==> config.mk <==
export PLATFORM = sky130hd
export DESIGN_NAME = qspi_csr_top
export DESIGN_NICKNAME = d
export VERILOG_FILES = /design/src/qspi_csr_pkg.sv /design/src/csr_access_if.sv /design/src/apb_access_decode.sv /design/src/csr_reg_bank.sv /design/src/irq_status_unit.sv /design/src/qspi_csr_top.sv
export SDC_FILE = /design/constraint.sdc
export NUM_CORES = 1
export LEC_CHECK = 0
export ABC_AREA = 1
export BUFFER_PORTS_ARGS = -buffer_cell sky130_fd_sc_hd__clkbuf_2
export CAP_MARGIN = 20
export CORE_ASPECT_RATIO = 0.75
export CORE_MARGIN = 2
export CORE_UTILIZATION = 49
export DETAILED_ROUTE_END_ITERATION = 6
export PLACE_DENSITY = 0.84
export REMOVE_ABC_BUFFERS = 1
export SYNTH_ARGS = -nofsm -noshare
export SYNTH_HDL_FRONTEND = slang
export SYNTH_SLANG_ARGS = --single-unit
==> constraint.sdc <==
create_clock -name pclk -period 1.5 [get_ports pclk]
set_input_delay 0.075 -clock pclk [delete_from_list [all_inputs] [get_ports pclk]]
set_output_delay 0.075 -clock pclk [all_outputs]
set_load 0.02 [all_outputs]
==> src/qspi_csr_pkg.sv <==
// Shared CSR types and constants; only the low 12 address bits form the register offset
package qspi_csr_pkg;

  // ----------------------------------------
  // Data types
  // ----------------------------------------
  typedef logic [31:0] csr_data_t;
  typedef logic [3:0]  csr_strb_t;
  typedef logic [11:0] csr_offset_t;

  // Bit 0 cmd_done, bit 1 err, bit 2 rx_full
  typedef logic [2:0]  irq_vec_t;

  // Decoded target of an APB access
  typedef enum logic [3:0] {
    REG_NONE,
    REG_ID,
    REG_CTRL,
    REG_STATUS,
    REG_INT_EN,
    REG_INT_STAT,
    REG_CLK_DIV,
    REG_CMD_OP,
    REG_CMD_ADDR
  } csr_reg_e;

  // ----------------------------------------
  // Register map
  // ----------------------------------------
  localparam csr_offset_t ID_OFS       = 12'h000;
  localparam csr_offset_t CTRL_OFS     = 12'h004;
  localparam csr_offset_t STATUS_OFS   = 12'h008;
  localparam csr_offset_t INT_EN_OFS   = 12'h00C;
  localparam csr_offset_t INT_STAT_OFS = 12'h010;
  localparam csr_offset_t CLK_DIV_OFS  = 12'h014;
  localparam csr_offset_t CMD_OP_OFS   = 12'h028;
  localparam csr_offset_t CMD_ADDR_OFS = 12'h02C;

  localparam csr_data_t CSR_ID_VALUE = 32'h1A00_1081;

  // Writable bits per register
  localparam csr_data_t CTRL_WMASK    = 32'h0000_003F;
  localparam csr_data_t CLK_DIV_WMASK = 32'h0000_0007;
  localparam csr_data_t CMD_OP_WMASK  = 32'h0000_00FF;
  localparam csr_data_t INT_EN_WMASK  = 32'h0000_0007;

  // CTRL field positions
  localparam int CTRL_EN_BIT   = 0;
  localparam int CTRL_XIP_BIT  = 1;
  localparam int CTRL_TRIG_BIT = 8;

  // Reset values
  localparam csr_data_t CTRL_RST     = 32'h0;
  localparam csr_data_t CLK_DIV_RST  = 32'h0;
  localparam csr_data_t CMD_OP_RST   = 32'h0;
  localparam csr_data_t CMD_ADDR_RST = 32'h0;
  localparam irq_vec_t  INT_EN_RST   = 3'b000;

  // Replace the strobed bytes of cur with those of data
  function automatic csr_data_t apply_strb(input csr_data_t cur, input csr_data_t data,
                                           input csr_strb_t strb);
    csr_data_t res;
    res = cur;
    for (int b = 0; b < 4; b++) begin
      if (strb[b]) res[b*8 +: 8] = data[b*8 +: 8];
    end
    return res;
  endfunction

endpackage

==> src/csr_access_if.sv <==
// Decoded CSR access bundle; the APB address bus must be at least 12 bits wide
`timescale 1ns/1ps

interface csr_access_if import qspi_csr_pkg::*; #(
  parameter int APB_ADDR_WIDTH = 12
);

  // Decoder to units
  logic      wr_stb;
  logic      rd_stb;
  csr_reg_e  reg_sel;
  csr_data_t wdata;
  csr_strb_t wstrb;
  logic      trig_req;

  // Units back to decoder, zero when not selected
  csr_data_t bank_rdata;
  csr_data_t stat_rdata;

  // The decoder takes the register offset from the low bits of paddr
  initial begin
    if (APB_ADDR_WIDTH < $bits(csr_offset_t))
      $error("APB address bus narrower than the CSR window");
  end

  modport decode (
    output wr_stb, rd_stb, reg_sel, wdata, wstrb, trig_req,
    input  bank_rdata, stat_rdata
  );

  modport bank (
    input  wr_stb, rd_stb, reg_sel, wdata, wstrb, trig_req,
    output bank_rdata
  );

  modport status (
    input  wr_stb, rd_stb, reg_sel, wdata, wstrb,
    output stat_rdata
  );

endinterface

==> src/apb_access_decode.sv <==
// Zero wait-state APB decode; STATUS writes flag PSLVERR yet still clear the done latch
`timescale 1ns/1ps

module apb_access_decode import qspi_csr_pkg::*; #(
  parameter int APB_ADDR_WIDTH = 12
) (
  // Clock and reset serve the bound checkers only
  input  logic                      pclk,
  input  logic                      presetn,
  input  logic                      psel_i,
  input  logic                      penable_i,
  input  logic                      pwrite_i,
  input  logic [APB_ADDR_WIDTH-1:0] paddr_i,
  input  csr_data_t                 pwdata_i,
  input  csr_strb_t                 pstrb_i,
  input  logic                      busy_i,
  output csr_data_t                 prdata_o,
  output logic                      pready_o,
  output logic                      pslverr_o,
  csr_access_if.decode              acc
);

  logic        wr_phase;
  logic        rd_phase;
  csr_offset_t ofs;
  csr_reg_e    reg_sel;
  logic        read_only;
  logic        trig_wr;
  csr_data_t   id_rdata;

  // ----------------------------------------
  // APB phases
  // ----------------------------------------
  assign wr_phase = psel_i & penable_i & pwrite_i;
  assign rd_phase = psel_i & penable_i & ~pwrite_i;
  assign pready_o = 1'b1;

  assign ofs = paddr_i[$bits(csr_offset_t)-1:0];

  // ----------------------------------------
  // Address decode
  // ----------------------------------------
  always_comb begin
    case (ofs)
      ID_OFS:       reg_sel = REG_ID;
      CTRL_OFS:     reg_sel = REG_CTRL;
      STATUS_OFS:   reg_sel = REG_STATUS;
      INT_EN_OFS:   reg_sel = REG_INT_EN;
      INT_STAT_OFS: reg_sel = REG_INT_STAT;
      CLK_DIV_OFS:  reg_sel = REG_CLK_DIV;
      CMD_OP_OFS:   reg_sel = REG_CMD_OP;
      CMD_ADDR_OFS: reg_sel = REG_CMD_ADDR;
      default:      reg_sel = REG_NONE;
    endcase
  end

  assign read_only = (reg_sel == REG_ID) || (reg_sel == REG_STATUS);

  // Trigger bit lives in byte 1 of CTRL
  assign trig_wr = wr_phase && (reg_sel == REG_CTRL) && pstrb_i[1] && pwdata_i[CTRL_TRIG_BIT];

  // A busy trigger errors out but the rest of the CTRL write still lands
  assign pslverr_o = wr_phase && ((reg_sel == REG_NONE) || read_only || (trig_wr && busy_i));

  // ----------------------------------------
  // Access strobes to the units
  // ----------------------------------------
  // STATUS passes so the status unit can clear its done latch
  assign acc.wr_stb   = wr_phase && (reg_sel != REG_NONE) && (reg_sel != REG_ID);
  assign acc.rd_stb   = rd_phase;
  assign acc.reg_sel  = reg_sel;
  assign acc.wdata    = pwdata_i;
  assign acc.wstrb    = pstrb_i;
  assign acc.trig_req = trig_wr && !busy_i;

  // Read data merge, units return zero unless selected
  assign id_rdata = (rd_phase && (reg_sel == REG_ID)) ? CSR_ID_VALUE : '0;
  assign prdata_o = id_rdata | acc.bank_rdata | acc.stat_rdata;

endmodule

==> src/csr_reg_bank.sv <==
// Configuration registers; cmd_start_o holds until the command engine pulses its clear
`timescale 1ns/1ps

module csr_reg_bank import qspi_csr_pkg::*; (
  input  logic        pclk,
  input  logic        presetn,
  input  logic        cmd_trigger_clr_i,
  csr_access_if.bank  acc,
  output logic        enable_o,
  output logic        xip_en_o,
  output logic        quad_en_o,
  output logic        cpol_o,
  output logic        cpha_o,
  output logic        lsb_first_o,
  output logic [2:0]  clk_div_o,
  output logic [7:0]  opcode_o,
  output csr_data_t   cmd_addr_o,
  output logic        cmd_start_o
);

  csr_data_t ctrl_q;
  csr_data_t clk_div_q;
  csr_data_t cmd_op_q;
  csr_data_t cmd_addr_q;
  csr_data_t ctrl_next;
  logic      ctrl_wr;
  logic      trig_ok;

  // ----------------------------------------
  // Register writes
  // ----------------------------------------
  always_ff @(posedge pclk or negedge presetn) begin
    if (!presetn) begin
      ctrl_q     <= CTRL_RST;
      clk_div_q  <= CLK_DIV_RST;
      cmd_op_q   <= CMD_OP_RST;
      cmd_addr_q <= CMD_ADDR_RST;
    end else if (acc.wr_stb) begin
      case (acc.reg_sel)
        REG_CTRL:     ctrl_q     <= apply_strb(ctrl_q, acc.wdata, acc.wstrb) & CTRL_WMASK;
        REG_CLK_DIV:  clk_div_q  <= apply_strb(clk_div_q, acc.wdata, acc.wstrb) & CLK_DIV_WMASK;
        REG_CMD_OP:   cmd_op_q   <= apply_strb(cmd_op_q, acc.wdata, acc.wstrb) & CMD_OP_WMASK;
        REG_CMD_ADDR: cmd_addr_q <= apply_strb(cmd_addr_q, acc.wdata, acc.wstrb);
        default: ;
      endcase
    end
  end

  // ----------------------------------------
  // Command trigger
  // ----------------------------------------
  assign ctrl_wr = acc.wr_stb && (acc.reg_sel == REG_CTRL);

  // Enable and XIP as they stand after this write, so one write can enable and trigger
  assign ctrl_next = (ctrl_wr && acc.wstrb[0]) ? acc.wdata : ctrl_q;
  assign trig_ok   = acc.trig_req && ctrl_next[CTRL_EN_BIT] && !ctrl_next[CTRL_XIP_BIT];

  always_ff @(posedge pclk or negedge presetn) begin
    if (!presetn) begin
      cmd_start_o <= 1'b0;
    end else if (cmd_trigger_clr_i) begin
      cmd_start_o <= 1'b0;
    end else if (trig_ok) begin
      cmd_start_o <= 1'b1;
    end
  end

  // Readback, trigger bit is never stored so it reads 0
  always_comb begin
    acc.bank_rdata = '0;
    if (acc.rd_stb) begin
      case (acc.reg_sel)
        REG_CTRL:     acc.bank_rdata = ctrl_q;
        REG_CLK_DIV:  acc.bank_rdata = clk_div_q;
        REG_CMD_OP:   acc.bank_rdata = cmd_op_q;
        REG_CMD_ADDR: acc.bank_rdata = cmd_addr_q;
        default:      acc.bank_rdata = '0;
      endcase
    end
  end

  // Field outputs
  assign enable_o    = ctrl_q[CTRL_EN_BIT];
  assign xip_en_o    = ctrl_q[CTRL_XIP_BIT];
  assign quad_en_o   = ctrl_q[2];
  assign cpol_o      = ctrl_q[3];
  assign cpha_o      = ctrl_q[4];
  assign lsb_first_o = ctrl_q[5];
  assign clk_div_o   = clk_div_q[2:0];
  assign opcode_o    = cmd_op_q[7:0];
  assign cmd_addr_o  = cmd_addr_q;

endmodule

==> src/irq_status_unit.sv <==
// Interrupt and status registers; a set pulse wins over a W1C clear in the same cycle
`timescale 1ns/1ps

module irq_status_unit import qspi_csr_pkg::*; (
  input  logic          pclk,
  input  logic          presetn,
  input  logic          busy_i,
  input  logic          xip_active_i,
  input  logic          cmd_done_set_i,
  input  logic          err_set_i,
  input  logic          rx_full_set_i,
  csr_access_if.status  acc,
  output logic          irq_o
);

  irq_vec_t  int_en_q;
  irq_vec_t  int_stat_q;
  irq_vec_t  set_vec;
  irq_vec_t  clr_vec;
  csr_data_t int_en_wr;
  logic      done_q;
  logic      done_clr;

  assign set_vec = {rx_full_set_i, err_set_i, cmd_done_set_i};

  // W1C on byte 0 only
  assign clr_vec = (acc.wr_stb && (acc.reg_sel == REG_INT_STAT) && acc.wstrb[0]) ?
                   acc.wdata[$bits(irq_vec_t)-1:0] : '0;

  assign done_clr = acc.wr_stb && (acc.reg_sel == REG_STATUS) && acc.wstrb[0] && acc.wdata[0];

  assign int_en_wr = apply_strb(csr_data_t'(int_en_q), acc.wdata, acc.wstrb) & INT_EN_WMASK;

  always_ff @(posedge pclk or negedge presetn) begin
    if (!presetn) begin
      int_en_q   <= INT_EN_RST;
      int_stat_q <= '0;
      done_q     <= 1'b0;
    end else begin
      if (acc.wr_stb && (acc.reg_sel == REG_INT_EN))
        int_en_q <= int_en_wr[$bits(irq_vec_t)-1:0];
      int_stat_q <= (int_stat_q & ~clr_vec) | set_vec;
      if (cmd_done_set_i)
        done_q <= 1'b1;
      else if (done_clr)
        done_q <= 1'b0;
    end
  end

  // Readback, STATUS is done latch, xip_active and busy
  always_comb begin
    acc.stat_rdata = '0;
    if (acc.rd_stb) begin
      case (acc.reg_sel)
        REG_STATUS:   acc.stat_rdata = {28'd0, busy_i, xip_active_i, 1'b0, done_q};
        REG_INT_EN:   acc.stat_rdata = csr_data_t'(int_en_q);
        REG_INT_STAT: acc.stat_rdata = csr_data_t'(int_stat_q);
        default:      acc.stat_rdata = '0;
      endcase
    end
  end

  assign irq_o = |(int_en_q & int_stat_q);

endmodule

==> src/qspi_csr_top.sv <==
// QSPI CSR block top; pready_o is tied high so every APB access completes at once
`timescale 1ns/1ps

module qspi_csr_top import qspi_csr_pkg::*; #(
  parameter int APB_ADDR_WIDTH = 12
) (
  // APB
  input  logic                      pclk,
  input  logic                      presetn,
  input  logic                      psel_i,
  input  logic                      penable_i,
  input  logic                      pwrite_i,
  input  logic [APB_ADDR_WIDTH-1:0] paddr_i,
  input  csr_data_t                 pwdata_i,
  input  csr_strb_t                 pstrb_i,
  output csr_data_t                 prdata_o,
  output logic                      pready_o,
  output logic                      pslverr_o,

  // Controller configuration
  output logic                      enable_o,
  output logic                      xip_en_o,
  output logic                      quad_en_o,
  output logic                      cpol_o,
  output logic                      cpha_o,
  output logic                      lsb_first_o,
  output logic [2:0]                clk_div_o,
  output logic [7:0]                opcode_o,
  output csr_data_t                 cmd_addr_o,

  // Command engine
  output logic                      cmd_start_o,
  input  logic                      cmd_trigger_clr_i,
  input  logic                      busy_i,
  input  logic                      xip_active_i,

  // Interrupt sources and request
  input  logic                      cmd_done_set_i,
  input  logic                      err_set_i,
  input  logic                      rx_full_set_i,
  output logic                      irq_o
);

  csr_access_if #(.APB_ADDR_WIDTH(APB_ADDR_WIDTH)) acc_if ();

  apb_access_decode #(.APB_ADDR_WIDTH(APB_ADDR_WIDTH)) u_decode (
    .pclk      (pclk),
    .presetn   (presetn),
    .psel_i    (psel_i),
    .penable_i (penable_i),
    .pwrite_i  (pwrite_i),
    .paddr_i   (paddr_i),
    .pwdata_i  (pwdata_i),
    .pstrb_i   (pstrb_i),
    .busy_i    (busy_i),
    .prdata_o  (prdata_o),
    .pready_o  (pready_o),
    .pslverr_o (pslverr_o),
    .acc       (acc_if.decode)
  );

  csr_reg_bank u_bank (
    .pclk              (pclk),
    .presetn           (presetn),
    .cmd_trigger_clr_i (cmd_trigger_clr_i),
    .acc               (acc_if.bank),
    .enable_o          (enable_o),
    .xip_en_o          (xip_en_o),
    .quad_en_o         (quad_en_o),
    .cpol_o            (cpol_o),
    .cpha_o            (cpha_o),
    .lsb_first_o       (lsb_first_o),
    .clk_div_o         (clk_div_o),
    .opcode_o          (opcode_o),
    .cmd_addr_o        (cmd_addr_o),
    .cmd_start_o       (cmd_start_o)
  );

  irq_status_unit u_status (
    .pclk           (pclk),
    .presetn        (presetn),
    .busy_i         (busy_i),
    .xip_active_i   (xip_active_i),
    .cmd_done_set_i (cmd_done_set_i),
    .err_set_i      (err_set_i),
    .rx_full_set_i  (rx_full_set_i),
    .acc            (acc_if.status),
    .irq_o          (irq_o)
  );

endmodule

==> run_results.csv, run 1 <==
group,metric,value,unit
worst_setup_path,arrival,1420,ps
timing,finalSetupViolCount,0,
route,dr_total_vias,3661,
timing,fin_tns_setup,0,ps
hold_path,hold_depth,3,
worst_setup_path,startpoint_type,"input pin",
worst_setup_path,path_class,"input pin to primary output",
synthesis,synth_most_common_cell,"nand2_1",
synthesis,synthXorXnorAreaFrac,0,%
outcome,outcome,"complete, no violations",
synthesis,muxShareOfSynthArea,0,%
timing,finalClockSkew,0.213,ps
floorplanning,die-height,76.8,um
timing,min_period,1490,ps
synthesis,yosys.area_share.simple,30.7,%
floorplanning,rows,26,
hold_path,worstHoldStart,"pwdata_i[0]",
pwr,powerDensity,612,nW/um^2
pwr,ir_drop,0.538,mV
hold_path,min_path_type,"input pin to register",
synthesis,netlist_area,3460,sq um
floorplanning,core,6830,sq um
clock_network,cts_buffers,9,
route,drcViolationCount,0,
timing,rsz0062_at_grt,"yes",
final_layout,drive_gt1_share,49.5,%
placed_design,placed_cells,680,
clock_network,cts-root-buf,"clkbuf_8",
global_routing,grt_pass1_vias,3604,
clock_network,htree_levels,3,
synthesis,synth_warnings,0,
timing,finalHoldViolations,0,
clock_network,cts_buffer_depth,2,
worst_setup_path,r2r_slack,590,ps
synthesis,synth_top_area_share,41.2,%
global_routing,grt_usage,27.8,%
timing,finalCritPeriodShare,99.4,%
route,vias_per_cell,4.94,
route,drtPass1Iterations,5,
job,maxCapViolCount,0,
global_routing,grt_remaining_overflow,0,
synthesis,netlist_instances,429,
global_routing,grt_max_degree,58,
clock_network,cts_tree,"done",
floorplanning,io_pins,144,
timing,slew_viol_final,0,
placed_design,io_buffers,142,
placed_design,gp_congestion,0.970,
worst_setup_path,r2r-end,"u_bank.cmd_start_o",
synthesis,synth_top_family_by_area,"simple AND/OR/NAND/NOR gates",
global_routing,antenna_found_initial,0,
floorplanning,start_util,50.7,%
timing,hold_ws,15.2,ps
synthesis,synth-compound-area-share,17.3,%
worst_setup_path,cp_max_fo,5,
worst_setup_path,r2r_cells,5,
route,drtIter0Drc,208,
pwr,cellLeakagePower,0.00287,uW
synthesis,yosys.area.top_type,"dfrtp_1",
floorplanning,dieWidth,101,um
pwr,total_power,3330,uW
worst_setup_path,end_kind,"primary output",
route,drt-total-wl,10.8,mm
global_routing,grt_pass1_wl,17.0,mm
placed_design,hpwlAfterDp,7.39,mm
final_layout,syn_to_final_growth,56.9,%
route,antenna_left,0,
synthesis,ys_async_sr_fraction,100,%
clock_network,cts.sinks,57,
synthesis,synth_seq_area_share,41.2,%
clock_network,clk_pin_slew,70,ps
synthesis,synth_edf_count,0,
clock_network,clk_latency,340,ps
worst_setup_path,worstReg2RegStart,"u_bank.ctrl_q[1]",
timing,fmax,0.671,GHz
synthesis,netlist_top_cells_count,"nand2_1 (94), inv_1 (69), dfrtp_1 (57), nor2_1 (44), o21ai_2 (41)",
synthesis,synthAdderAreaFrac,0,%
route,wl_per_cell,14.6,um
synthesis,synthFlopType,"dfrtp_1",
final_layout,stdcell_count,741,
final_layout,fin_nets,711,
synthesis,synth_cell_types,35,
synthesis,syn_area_per_cell,8.07,sq um
hold_path,hold_end,"u_status.int_en_q[0]",
floorplanning,die-area,7760,sq um
worst_setup_path,required,1420,ps
synthesis,yosys-top-cells-area,"dfrtp_1 (41%), o21ai_2 (10%), nand2_1 (10%), inv_1 (7.5%), nor2_1 (4.8%)",
synthesis,ys_ff_latch,57,
[layout make-up]
cell class	instances	area, sq um
Sequential cell	57	1430
Antenna cell	1	2.50
Tap cell	84	105
Inverter	73	284
Multi-Input combinational cell	286	1840
Clock buffer	9	124
Clock inverter	6	68.8
Timing Repair Buffer	225	1580
Fill cell	476	1400
[critical path, stage by stage]
cell      delay [ps]
clkbuf_8         120
inv_1             80
nand2_4           80
nor2_4           170
nand3_4          130
buf_4            170
inv_4             80
nand2_1           70
o2111a_1         130
a21oi_2          140
clkbuf_8         160
[through the flow]
step | instance area [sq um] | utilization [%] | worst slack, ps
2_1_floorplan | 3370 | - | -336
3_3_place_gp | 4560 | 66.7 | -175
3_5_place_dp | 4560 | 66.7 | -180
4_1_cts | 5280 | 77.3 | -65.2
5_1_grt | 5430 | 79.5 | -67.7
6_report | 5430 | 79.5 | 8.93
[sequential cells by signal, indices dropped and copies added (netlist names)]
name / count
u_status.int_en_q: 3
u_status.int_stat_q: 3
u_bank.clk_div_q: 3
u_bank.ctrl_q: 6
u_bank.cmd_start_o: 1
u_bank.cmd_op_q: 8
u_status.done_q: 1
u_bank.cmd_addr_o: 32
[worst max-delay path by stage]
| stage | start | to | slack, ps | depth (start not counted) |
|---|---|---|---|---|
| 6_report | paddr_i[0] | prdata_o[0] | 9 | 11 |
| 5_1_grt | paddr_i[0] | prdata_o[0] | -70 | 11 |
| 4_1_cts | paddr_i[0] | prdata_o[7] | -70 | 13 |
| 3_5_place_dp | paddr_i[7] | prdata_o[2] | -180 | 11 |
| 3_3_place_gp | paddr_i[11] | prdata_o[2] | -170 | 11 |
| 2_1_floorplan | psel_i | prdata_o[2] | -340 | 4 |
[placed cells by master (no fill, tap or decap), types with 4 or more instances in the layout]
cell type,count
o21ai_2,42
nand2_2,23
inv_1,64
nor2_4,10
buf_4,49
nand2_4,7
o21ai_0,14
clkinvlp_4,4
dlygate4sd3_1,32
clkbuf_8,14
clkbuf_2,126
nand2_1,84
inv_2,6
dfrtp_1,57
o21ai_1,8
nand3_1,15
nor2_2,6
buf_6,5
buf_12,6
nor2_1,38
nand4_4,5
a21oi_1,5
[report_power, final]
part,internal [uW],switching (uW)
clock network,761,657
registers,1540,0.109
logic,176,196
total,2470,853
[logic make-up after synthesis]
| kind of cell | count (synthesis) |
|---|---|
| other cells | 1 |
| flops | 57 |
| buf+inv | 86 |
| simple gates | 203 |
| compound gates | 82 |
[metal layers]
layer / GRT usage [%] / vias up / share of wire, %
met4: 6.49 / 0 / 1.5
met2: 44.0 / 160 / 49
met1: 36.7 / 1674 / 41
met3: 9.48 / 18 / 8.2
met5: 0 / - / 0
li1: - / 1809 / -
[timing repair]
action / 4_1_cts / 5_1_grt
endpoints found under the setup margin: 9 / 13
buffers inserted: 8 / 6
hold buffers: 32 / 0
pin swaps: 14 / 16
hold endpoints to repair: 91 / 0
gates resized for setup: 40 / 46
No activity file was read; power rests on OpenSTA's default activity.
==> run 2, diff against run 1 <==
- ABC_AREA: 1 -> not set
- CORE_UTILIZATION: 49 -> 47
- TNS_END_PERCENT: not set -> 100
==> run_results.csv, run 2 <==
group,metric,value,unit
outcome,outcome,"finished, violations left",
outcome,violations,"setup timing",
timing,finalHoldViolations,0,
synthesis,synth_cell_types,51,
route,antenna_left,0,
placed_design,io_buffers,142,
final_layout,final_common_cell,"clkbuf_2",
final_layout,antenna_cells,0,
timing,slew_viol_final,0,
job,maxCapViolCount,0,
synthesis,syn_area_per_cell,11.4,sq um
pwr,powerDensity,674,nW/um^2
synthesis,netlist_instances,264,
worst_setup_path,path_cells,"buf_6, or4_4, or3_4, or4b_4, o311ai_4, buf_6",
synthesis,synth_most_common_cell,"dfrtp_1",
synthesis,yosys.area.top_type,"dfrtp_1",
placed_design,gp_congestion,0.916,
clock_network,cts_buffer_depth,2,
synthesis,synth_seq_area_share,47.4,%
floorplanning,die-area,7060,sq um
final_layout,largest_reg_flops,32,
route,wl_per_cell,20.0,um
floorplanning,core,6260,sq um
timing,hold_ws,48.4,ps
timing,rsz0062_at_grt,"yes",
floorplanning,die-height,73.3,um
synthesis,netlist_area,3010,sq um
clock_network,cts.sinks,57,
worst_setup_path,required,1420,ps
synthesis,synth_top_area_share,47.4,%
timing,min_period,1890,ps
global_routing,antenna_found_initial,0,
worst_setup_path,arrival,1820,ps
clock_network,clk_pin_slew,70,ps
synthesis,synthFlopType,"dfrtp_1",
floorplanning,start_util,48.1,%
route,drtIter0Drc,258,
pwr,ir_drop,0.717,mV
timing,fin_tns_setup,-8510,ps
floorplanning,rows,25,
worst_setup_path,cp_max_fo,2,
route,vias_per_cell,5.59,
route,dr_total_vias,3239,
clock_network,cts-root-buf,"clkbuf_8",
global_routing,grt_remaining_overflow,0,
route,drcViolationCount,0,
synthesis,yosys-top-cells-area,"dfrtp_1 (47%), mux2_2 (20%), and2_1 (4.4%), a21o_1 (1.7%), nand2_1 (1.6%)",
final_layout,layout_common_cells,"clkbuf_2 (107), dfrtp_1 (57), mux2_2 (50), buf_4 (48), clkbuf_8 (35)",
route,drt-total-wl,11.6,mm
timing,finalClockSkew,4.12,ps
final_layout,syn_to_final_growth,76.4,%
global_routing,grt_pass1_vias,3241,
clock_network,cts_buffers,9,
global_routing,grt_pass1_wl,16.7,mm
hold_path,min_path_type,"input pin to register",
worst_setup_path,crit_top_cell,"buf_6",
floorplanning,io_pins,144,
final_layout,final_cell_area,5310,sq um
global_routing,grt_max_degree,58,
route,drtPass1Iterations,4,
timing,finalSetupViolCount,60,
timing,finalCritPeriodShare,126,%
placed_design,pre_cts_ws,-514,ps
floorplanning,dieWidth,96.4,um
pwr,cellLeakagePower,0.00273,uW
synthesis,netlist_top_cells_count,"dfrtp_1 (57), mux2_2 (53), and2_1 (21), nand2_1 (13)",
timing,setup_slack,-395,ps
worst_setup_path,startpoint_type,"input pin",
worst_setup_path,slowest_stage,"or4_4",
clock_network,clk_latency,340,ps
placed_design,place_area,4120,sq um
global_routing,grt_usage,32.5,%
clock_network,cts_tree,"done",
synthesis,ys_ff_latch,57,
placed_design,hpwlAfterDp,7.25,mm
synthesis,synth_warnings,0,
final_layout,fin_nets,552,
clock_network,htree_levels,3,
timing,fmax,0.528,GHz
final_layout,drive_gt1_share,62.7,%
synthesis,synth_edf_count,0,
worst_setup_path,path_class,"input pin to primary output",
worst_setup_path,end_kind,"primary output",
synthesis,ys_async_sr_fraction,100,%
worst_setup_path,max_stage_delay,530,ps
## run 2: changes by cell type after synthesis, moves of 5 or more
cell and delta:
nand2_1 -81, inv_1 -65, mux2_2 +53, o21ai_2 -41
nor2_1 -36, and2_1 +21, o21ai_0 -21, nand2_2 -17
nand3_1 -12, a21o_1 +7, nor2_4 -6, nor4_1 +6
nand4_4 -5
## run 2: path summary, 6_finish.rpt
kind,start,endpoint,cells past startpoint,slack (ps)
max,paddr_i[10],prdata_o[2],6,-390
max in group asynchronous,presetn,u_bank.cmd_addr_o[22],3,950
max reg2reg,u_bank.cmd_start_o,u_bank.cmd_start_o,3,580
min,cmd_trigger_clr_i,u_bank.cmd_start_o,4,50
min reg2reg,u_bank.cmd_addr_o[21],u_bank.cmd_addr_o[21],1,530
min in group asynchronous,presetn,u_bank.ctrl_q[4],3,270
## run 2: area by class of cell
cell class / instances / area (sq um)
Clock buffer: 10 / 138
Clock inverter: 6 / 90.1
Fill cell: 327 / 950
Inverter: 4 / 15.0
Multi-Input combinational cell: 190 / 1740
Sequential cell: 57 / 1430
Tap cell: 81 / 101
Timing Repair Buffer: 231 / 1790
## run 2: cells by family after synthesis
logic type             count (synthesis)  share of synthesized area [%]
AND/OR/NAND/NOR                       96                           19.7
multiplexers                          57                           21.2
buffers and inverters                 17                           2.54
AO/OA/AOI/OAI                         36                           9.03
other                                  1                          0.125
flip-flops                            57                           47.4
## run 2: power by group
group          leakage [uW]  switching, uW  internal (uW)
Sequential         0.000771          0.867           1540
Clock              0.000113            664            985
Combinational       0.00185            195            191
## run 2: critical path: cells and delay by family
family | cells | cell delay [ps]
compound gates | 1 | 90
simple gates | 3 | 1390
buf+inv | 2 | 250
## run 2: stage by stage
stage	cells	utilization [%]	power, uW
final	579	84.8	3570
after global routing	579	84.8	3700
after CTS	576	82.6	3560
after detailed placement	519	65.9	1840
after global placement	519	65.9	1840
after floorplan	251	-	1630
## run 2: layer usage
layer / vias to the layer above / part of all wire (%) / routed length, um / track usage (%)
met5: - / 0 / 0 / 0
met4: 0 / 2.4 / 276 / 11.0
met3: 24 / 8.8 / 1010 / 9.13
met2: 185 / 49 / 5640 / 53.5
met1: 1598 / 40 / 4630 / 41.6
li1: 1432 / - / - / -
## run 2: what timing repair did
| action | 4_1_cts | 5_1_grt |
|---|---|---|
| endpoints found under the hold margin | 95 | 0 |
| endpoints found under the setup margin | 58 | 69 |
| pin swaps | 21 | 18 |
| hold buffers | 33 | 0 |
| resized for setup | 100 | 37 |
| cloned | 2 | 0 |
| setup buffers | 6 | 6 |
==> run 3, diff against run 2 <==
- SETUP_SLACK_MARGIN: not set -> 0.3
- clock period: 1.5 -> 1.8 ns (I/O delays scaled with it)
==> run_results.csv, run 3 (same netlist as run 2, synthesis figures left out) <==
group,metric,value,unit
global_routing,grt_pass1_wl,17.5,mm
outcome,outcome,"finished, violations left",
route,drtPass1Iterations,5,
clock_network,cts-root-buf,"clkbuf_8",
route,dr_total_vias,3326,
global_routing,grt_max_degree,58,
floorplanning,dieWidth,96.4,um
route,wl_per_cell,20.9,um
worst_setup_path,critPathBufInv,3,
outcome,violations,"setup timing",
worst_setup_path,max_stage_delay,550,ps
clock_network,clk_latency,340,ps
pwr,cellLeakagePower,0.00283,uW
timing,finalSetupViolCount,22,
pwr,powerDensity,551,nW/um^2
final_layout,regArea,1430,sq um
timing,slew_viol_final,0,
final_layout,fillCellCount,321,
floorplanning,rows,25,
placed_design,hpwlAfterDp,6.99,mm
worst_setup_path,slowest_stage,"or4_4",
worst_setup_path,startpoint_type,"input pin",
placed_design,io_buffers,142,
timing,min_period,2000,ps
clock_network,cts_buffer_depth,2,
route,drtIter0Drc,307,
route,drcViolationCount,0,
global_routing,grt_usage,33.9,%
timing,finalHoldViolations,0,
timing,fmax,0.501,GHz
floorplanning,die-area,7060,sq um
clock_network,cts.sinks,57,
floorplanning,core,6260,sq um
hold_path,min_path_type,"input pin to register",
worst_setup_path,path_cells,"buf_8, or4_4, or3_4, a211o_1, buf_6, o21bai_1, buf_4",
worst_setup_path,cp_top_family,"simple AND/OR/NAND/NOR gates",
clock_network,cts_tree,"done",
worst_setup_path,required,1710,ps
worst_setup_path,end_kind,"primary output",
route,vias_per_cell,5.77,
global_routing,grt_remaining_overflow,0,
final_layout,fin_nets,549,
worst_setup_path,arrival,1910,ps
global_routing,antenna_found_initial,0,
job,maxCapViolCount,0,
placed_design,pre_cts_ws,-219,ps
clock_network,htree_levels,3,
final_layout,drive_gt1_share,63.4,%
final_layout,antenna_cells,0,
worst_setup_path,cp_max_fo,4,
final_layout,largest_reg_flops,32,
route,antenna_left,0,
clock_network,clk_pin_slew,70,ps
timing,tightest_slew,713,ps
floorplanning,die-height,73.3,um
placed_design,gp_congestion,0.943,
worst_setup_path,path_class,"input pin to primary output",
pwr,ir_drop,0.665,mV
clock_network,cts_buffers,9,
floorplanning,start_util,48.1,%
route,drt-total-wl,12.1,mm
timing,relSlewSlack,52.5,%
timing,rsz0062_at_grt,"yes",
timing,setup_slack,-196,ps
floorplanning,io_pins,144,
final_layout,final_common_cell,"clkbuf_2",
final_layout,syn_to_final_growth,77.9,%
final_layout,multi_input_area,1810,sq um
timing,hold_ws,19.4,ps
global_routing,grt_pass1_vias,3406,
timing,finalCritPeriodShare,111,%
final_layout,layout_common_cells,"clkbuf_2 (105), dfrtp_1 (57), buf_4 (49), dlygate4sd3_1 (31), mux2_2 (27)",
timing,finalClockSkew,0.300,ps
[run 3: changes by cell type in the layout (fill, tap and decap cells not counted), sizes merged]
cell,before,now
dlygate4sd3,33,31
clkbuf,142,120
buf,66,86
clkinv,2,3
[run 3: metal layers]
metal	track usage [%]	up-vias	wire, um
met1	42.2	1627	4620
met4	15.2	0	453
li1	-	1438	-
met2	54.5	215	5860
met5	0	-	0
met3	10.7	46	1120
[run 3: worst paths after layout]
path,from,end,slack [ps],depth (start not counted)
hold reg to reg,u_bank.cmd_op_q[4],u_bank.cmd_op_q[4],550,1
hold / removal,pwdata_i[5],u_bank.ctrl_q[5],20,2
max in group asynchronous,presetn,u_bank.clk_div_q[0],900,3
setup / recovery,paddr_i[10],prdata_o[7],-200,7
min in group asynchronous,presetn,u_bank.cmd_addr_o[4],420,3
setup reg to reg,u_status.int_en_q[1],u_status.int_en_q[1],790,3
[run 3: area by class of cell]
class                      count  area share [%]
clock inverter                 7            1.92
inverter                       4           0.281
timing repair buffer         228            33.1
multi-input combinational    190            33.9
tap                           81            1.89
clock buffer                   9            2.31
sequential                    57            26.7
[run 3: power breakdown]
group	leakage (uW)	total (uW)	switching [uW]	internal (uW)
Sequential	0.000771	1280	0.744	1280
Clock	0.000110	1360	565	790
Combinational	0.00195	311	164	147
Total	0.00283	2950	731	2220
[run 3: repair_timing]
action                                  in CTS  in global routing
pin swaps                                   27                 10
endpoints found under the setup margin      58                 78
cloned                                       3                  0
setup buffers                                8                 10
hold endpoints to repair                    90                  0
hold buffers                                31                  0
gates resized for setup                    132                 52
[run 3: per-stage QoR]
stage	instances	util, %	TNS, ps	area, sq um	total power [uW]
2_1_floorplan	251	-	-828	2950	1360
3_3_place_gp	508	64.2	-5540	4010	1520
3_5_place_dp	508	64.2	-6030	4010	1520
4_1_cts	566	82.2	-600	5140	2940
5_1_grt	576	85.5	-3000	5350	3060
6_report	576	85.5	-1890	5350	2950
